[config.mk]
export PLATFORM = sky130hd
export DESIGN_NAME = sqrt_top
export DESIGN_NICKNAME = d
export VERILOG_FILES = /design/src/hdl/sqrt_data_pkg.sv /design/src/hdl/sqrt_ctrl_pkg.sv /design/src/hdl/sqrt_top.sv /design/src/hdl/sqrt_bit_fsm.sv /design/src/hdl/sqrt_square_mul.sv /design/src/hdl/sqrt_operand_capture.sv
export VERILOG_INCLUDE_DIRS = /design/src /design/src/include
export SDC_FILE = /design/constraint.sdc
export NUM_CORES = 2
export LEC_CHECK = 0
export BUFFER_PORTS_ARGS = -buffer_cell sky130_fd_sc_hd__buf_2
export CAP_MARGIN = 25
export CORE_MARGIN = 2
export CORE_UTILIZATION = 45
export DETAILED_ROUTE_END_ITERATION = 6
export PLACE_DENSITY = 0.62
export SLEW_MARGIN = 25
export SYNTH_ARGS = -nofsm -noshare
export SYNTH_HDL_FRONTEND = slang
export SYNTH_HIERARCHICAL = 1
export SYNTH_SLANG_ARGS = --single-unit
[constraint.sdc]
create_clock -name clk -period 8.25 [get_ports clk]
set_input_delay 0.4125 -clock clk [delete_from_list [all_inputs] [get_ports clk]]
set_output_delay 0.4125 -clock clk [all_outputs]
set_load 0.03 [all_outputs]
[src/include/sqrt_cfg.svh]
`ifndef SQRT_CFG_SVH
`define SQRT_CFG_SVH

// radicand width in bits.
`define SQRT_OPERAND_W 64

`define SQRT_ROOT_W (`SQRT_OPERAND_W / 2)

// enough to index every root bit.
`define SQRT_IDX_W 5

`define SQRT_MUL_LATENCY 1

`endif
[src/hdl/sqrt_data_pkg.sv]
`default_nettype none

`include "sqrt_cfg.svh"

package sqrt_data_pkg;

    // unsigned radicand.
    typedef logic [`SQRT_OPERAND_W-1:0] operand_t;

    // final or trial root.
    typedef logic [`SQRT_ROOT_W-1:0] root_t;

    // square of a root, fits the operand width.
    typedef logic [`SQRT_OPERAND_W-1:0] square_t;

    // root bit position.
    typedef logic [`SQRT_IDX_W-1:0] bit_idx_t;

endpackage

`default_nettype wire

[src/hdl/sqrt_ctrl_pkg.sv]
`default_nettype none

package sqrt_ctrl_pkg;

    typedef enum logic [2:0] {
        st_idle,
        st_set_bit,
        st_wait_mul,
        st_check_bit,
        st_finish
    } sqrt_state_e;

    // one computation request, 70 bits.
    typedef struct packed {
        sqrt_data_pkg::operand_t operand;
        sqrt_data_pkg::bit_idx_t top_idx;   // highest root bit worth trying.
        logic                    nonzero;   // low for a zero operand.
    } sqrt_job_t;

endpackage

`default_nettype wire

[src/hdl/sqrt_top.sv]
`timescale 1ns/10ps
`default_nettype none

module sqrt_top (
    input  logic                    clk,
    input  logic                    rst_n,
    input  sqrt_data_pkg::operand_t operand,
    output sqrt_data_pkg::root_t    root,
    output logic                    done
);
    import sqrt_data_pkg::*;
    import sqrt_ctrl_pkg::*;

    logic      start;
    sqrt_job_t job;
    root_t     trial;
    square_t   square;

    sqrt_operand_capture u_capture (
        .clk     (clk),
        .rst_n   (rst_n),
        .operand (operand),
        .start   (start),
        .job     (job)
    );

    sqrt_bit_fsm u_fsm (
        .clk    (clk),
        .rst_n  (rst_n),
        .start  (start),
        .job    (job),
        .square (square),
        .trial  (trial),
        .root   (root),
        .done   (done)
    );

    sqrt_square_mul u_mul (
        .clk    (clk),
        .rst_n  (rst_n),
        .trial  (trial),
        .square (square)
    );

endmodule

`default_nettype wire

[src/hdl/sqrt_bit_fsm.sv]
`timescale 1ns/10ps
`default_nettype none

`include "sqrt_cfg.svh"

module sqrt_bit_fsm (
    input  logic                     clk,
    input  logic                     rst_n,
    input  logic                     start,
    input  sqrt_ctrl_pkg::sqrt_job_t job,
    input  sqrt_data_pkg::square_t   square,
    output sqrt_data_pkg::root_t     trial,
    output sqrt_data_pkg::root_t     root,
    output logic                     done
);
    import sqrt_data_pkg::*;
    import sqrt_ctrl_pkg::*;

    localparam int cnt_w = $clog2(`SQRT_MUL_LATENCY + 1);

    sqrt_state_e      state;
    bit_idx_t         idx;
    operand_t         target;
    logic [cnt_w-1:0] wait_cnt;

    // operand under test, kept for the whole search.
    always_ff @(posedge clk) begin
        if (start) begin
            target <= job.operand;
        end
    end

    always_ff @(posedge clk or negedge rst_n) begin
        if (!rst_n) begin
            state    <= st_idle;
            idx      <= '0;
            wait_cnt <= '0;
            trial    <= '0;
            root     <= '0;
            done     <= 1'b1;
        end else begin
            case (state)
                st_idle: begin
                    if (start) begin
                        trial <= '0;
                        idx   <= job.top_idx;
                        done  <= 1'b0;
                        // zero operand skips the search.
                        state <= job.nonzero ? st_set_bit : st_finish;
                    end
                end
                st_set_bit: begin
                    trial[idx] <= 1'b1;
                    wait_cnt   <= cnt_w'(`SQRT_MUL_LATENCY - 1);
                    state      <= st_wait_mul;
                end
                st_wait_mul: begin
                    if (wait_cnt == '0) begin
                        state <= st_check_bit;  // square valid next cycle.
                    end else begin
                        wait_cnt <= wait_cnt - 1'b1;
                    end
                end
                st_check_bit: begin
                    if (square == target) begin
                        state <= st_finish;  // exact root, lower bits stay 0.
                    end else begin
                        if (square > target) begin
                            trial[idx] <= 1'b0;  // overshoot, drop bit.
                        end
                        if (idx == '0) begin
                            state <= st_finish;
                        end else begin
                            idx   <= idx - 1'b1;
                            state <= st_set_bit;
                        end
                    end
                end
                st_finish: begin
                    root  <= trial;
                    done  <= 1'b1;
                    state <= st_idle;
                end
                default: begin
                    done  <= 1'b1;
                    state <= st_idle;
                end
            endcase
        end
    end

    a_done_idle: assert property (
        @(posedge clk) disable iff (!rst_n)
        done == (state == st_idle)
    ) else $error("done out of step with idle state");

    // operand held until done rises keeps capture quiet while busy.
    a_start_idle: assert property (
        @(posedge clk) disable iff (!rst_n)
        start |-> (state == st_idle)
    ) else $error("start while busy");

endmodule

`default_nettype wire

[src/hdl/sqrt_square_mul.sv]
`timescale 1ns/10ps
`default_nettype none

`include "sqrt_cfg.svh"

module sqrt_square_mul (
    input  logic                    clk,
    input  logic                    rst_n,
    input  sqrt_data_pkg::root_t    trial,
    output sqrt_data_pkg::square_t  square
);
    import sqrt_data_pkg::*;

    square_t pipe [`SQRT_MUL_LATENCY];

    always_ff @(posedge clk or negedge rst_n) begin
        if (!rst_n) begin
            for (int i = 0; i < `SQRT_MUL_LATENCY; i++) begin
                pipe[i] <= '0;
            end
        end else begin
            pipe[0] <= square_t'(trial) * square_t'(trial);  // full 64-bit product.
            for (int i = 1; i < `SQRT_MUL_LATENCY; i++) begin
                pipe[i] <= pipe[i-1];
            end
        end
    end

    assign square = pipe[`SQRT_MUL_LATENCY-1];

endmodule

`default_nettype wire

[src/hdl/sqrt_operand_capture.sv]
`timescale 1ns/10ps
`default_nettype none

`include "sqrt_cfg.svh"

module sqrt_operand_capture (
    input  logic                     clk,
    input  logic                     rst_n,
    input  sqrt_data_pkg::operand_t  operand,
    output logic                     start,
    output sqrt_ctrl_pkg::sqrt_job_t job
);
    import sqrt_data_pkg::*;

    operand_t op_r0;
    operand_t op_r1;
    bit_idx_t lead_idx;

    always_ff @(posedge clk or negedge rst_n) begin
        if (!rst_n) begin
            op_r0 <= '0;
            op_r1 <= '0;
            start <= 1'b0;
        end else begin
            op_r0 <= operand;
            op_r1 <= op_r0;
            start <= (op_r0 != op_r1);  // new value seen in first stage.
        end
    end

    // highest nonzero bit pair gives the top root bit.
    always_comb begin
        lead_idx = '0;
        for (int k = 0; k < `SQRT_ROOT_W; k++) begin
            if (op_r0[2*k +: 2] != 2'b00) begin
                lead_idx = bit_idx_t'(k);  // later pairs win.
            end
        end
    end

    assign job.operand = op_r0;
    assign job.top_idx = lead_idx;
    assign job.nonzero = |op_r0;

    // holds while the operand changes no faster than every other cycle.
    a_start_pulse: assert property (
        @(posedge clk) disable iff (!rst_n)
        start |=> !start
    ) else $error("start high for two cycles");

endmodule

`default_nettype wire

==> run summary <==
Max FO, Critical Path: 16
routed via count: 29100
Tcrit/Tclk final: 96.1%
endpoint class of the critical path: register
met2 routed wirelength: 53300 um
Ys Warns: 6
Area Growth Syn to Fin: 10.4%
H-tree depth: 2
status: completed
CP Launch Type: register
DR WL met3: 6130 um
Clock Path Buffers: 3
Distinct cells, synth: 79
Final Cell Area: 0.0471 mm2
footprint of the multi-input gates: 0.0297 mm2
DRC: 0
# IOs: 99
setup TNS: 0 ns
crit path time final: 7.93 ns
wl on met1: 47400 um
final core utilization: 50.3%
vias per cell: 5.13
Routed Antenna Nets: 0
Post-synth ARST share: 80.5%
CTS buffer count: 40
fin. max-slew vios: 0
largest net degree at the start of global routing: 139
share of the synthesized area in the top cell type: 37.1%
1st-pass router iterations: 7
final worst setup slack: 0.324 ns
VDD IR max: 140 uV
Register Area: 0.00856 mm2
placed cells: 5536
Starting Density: 45.6%
first-pass GRT wire length: 179000 um
Core ar.: 0.0937 mm2
post-synth top area cell: fa_1
sequential-to-total area share from yosys stat: 20.0%
Seq cells post-synth: 329
CP arrival: 8.38 ns
port bufs: 98
Final Wtd Congestion: 0.912
DIE HEIGHT: 312 um
Crit Path Category: reg2reg
Root Driver: clkbuf_16
Die Area: 0.0974 mm2
layout cells sized above 1: 7.87%
Primary FF master, synth: dfrtp_1
Slew @ Worst Pin: 1.01 ns
post-synthesis cell area: 0.0427 mm2
Min-Delay Path Class: in2async
Synth area leaders: fa_1, dfrtp_1, ha_1
Layout fillers: 8497
pre-CTS WS: 0.0884 ns
number of global-route vias before repair: 31900
Rel. slew slack: 32.7%
Crit path required time: 8.71 ns
Clk Latency, worst-skew pair: 0.61 ns
TritonCTS clock tree: yes
total grt overflow: 0
initial DRC count: 1818
clk_skew: 0.0399 ns
drt wl/cell: 19.4 um
# rows: 112
Area after DPL: 0.0450 mm2
final count of hold timing violations: 0
# nets final: 5618
max_cap viols: 0
Avg Cell Area, Syn: 10.1 um2
DP HPWL: 88400 um
unrepaired setup endpoints after global routing: no
post-synthesis instance total: 4242
Routed WL: 110000 um
initial antenna violation count: 1
Post-synth EDFFs: 64
Max Freq: 126 MHz
setup violators final: 0
Pleak: 25.3 nW
Clock Sinks: 329
Post-Syn Nets: 5469
GRT Total Usage: 23.5%
Top Layer Used: met5
chip width: 312 um
Post-Layout Cell Count: 5675
clk slew on worst S/H paths: 0.07 ns
PD cells: 163 mW/mm2
# diodes: 0
final cells by class:
cell class	instances	area share [%]
Clock buffer	53	2.36
Clock inverter	19	0.547
Inverter	1042	8.31
Multi-Input combinational cell	2714	63.0
Sequential cell	329	18.2
Tap cell	1254	3.33
Timing Repair Buffer	264	4.33
synthesized netlist by cell type, types with 64 or more instances:
master,number
dfrtp_1,264
ha_1,369
a21oi_1,171
nor2_1,122
xnor2_1,123
and2_1,246
clkbuf_1,146
o21ai_0,66
edfxtp_1,64
fa_1,792
inv_1,1041
nand2_1,355
state kept, by name, indices dropped and copies added, names as in the netlist:
signal and cells:
u_capture/op_r0 64, u_fsm/target 64, u_fsm/state 3, u_fsm/trial 32, u_capture/op_r1 64, u_capture/start 1
u_mul/square 63, u_fsm/idx 5, u_fsm/done 1, u_fsm/root 32
per-layer routing:
metal  track usage, %  vias to the layer above
li1                 -                    13200
met1             32.2                    15000
met2             39.1                      768
met3             3.44                      139
met4             6.29                        2
met5                0                        -
logic make-up (layout without fill, tap and decap cells):
kind of cell | Yosys count | count (layout) | share of synthesized area, %
AND/OR/NAND/NOR | 926 | 926 | 10.8
flip-flops | 329 | 329 | 20.0
XOR/XNOR | 171 | 171 | 3.51
other | 1 | 1 | 0.00878
adder cells (fa/ha/maj) | 1161 | 1161 | 47.9
AO/OA/AOI/OAI | 419 | 419 | 6.18
multiplexers | 36 | 36 | 0.940
buffers and inverters | 1199 | 1378 | 10.6
layout by cell type, fill, tap and decap left out, types with 27 or more instances in the layout:
cell / count
inv_1: 1040
fa_1: 792
ha_1: 369
nand2_1: 355
dfrtp_1: 257
and2_1: 245
a21oi_1: 171
xnor2_1: 123
nor2_1: 122
buf_2: 97
buf_4: 89
dlygate4sd3_1: 65
edfxtp_1: 64
o21ai_0: 63
nand4_1: 48
xor2_1: 48
a21o_1: 42
clkbuf_16: 41
mux2_2: 33
nand3_1: 27
path summary, 6_finish.rpt:
path                                      from             endpoint  slack [ns]  depth (start not counted)
setup / recovery               u_fsm/trial[16]     u_mul/square[61]        0.32                         23
hold reg to reg            u_capture/op_r0[36]  u_capture/op_r1[36]        0.46                          0
max in group asynchronous                rst_n      u_fsm/trial[26]        6.66                          3
hold / removal                           rst_n  u_capture/op_r0[44]        0.33                          2
setup reg to reg               u_fsm/trial[16]     u_mul/square[61]        0.32                         23
min in group clk                   operand[53]  u_capture/op_r0[53]        0.45                          2
worst max-delay path, stage by stage (launching register included):
cell	delay (ns)
dfrtp_1	0.39
buf_4	0.34
buf_4	0.31
nand2_1	0.11
fa_1	0.60
inv_1	0.08
fa_1	0.50
fa_1	0.50
inv_1	0.05
fa_1	0.50
inv_1	0.06
fa_1	0.55
fa_1	0.43
fa_1	0.49
inv_1	0.05
fa_1	0.47
inv_1	0.09
ha_1	0.46
nand2_1	0.17
nor4_2	0.51
nand2_1	0.22
o41ai_4	0.52
a311oi_1	0.19
xnor2_1	0.17
repair_timing:
action | in CTS | in global routing
gates resized for setup | 0 | 21
setup buffers | 0 | 1
endpoints found under the hold margin | 191 | 0
hold buffers | 65 | 0
setup endpoints to repair | 0 | 11
metrics by stage:
step | hold WS (ns) | power, mW
floorplan | 0.117 | 4.40
global route | 0.383 | 8.23
finish | 0.333 | 7.68
CTS | 0.411 | 7.72
global placement | 0.446 | 5.79
detailed placement | 0.461 | 5.82
report_power, final:
part	internal (mW)	switching, mW
clock network	1.06	0.765
registers	1.84	0.219
logic	1.36	2.44
Note: power is estimated with default switching activity, not from simulation.
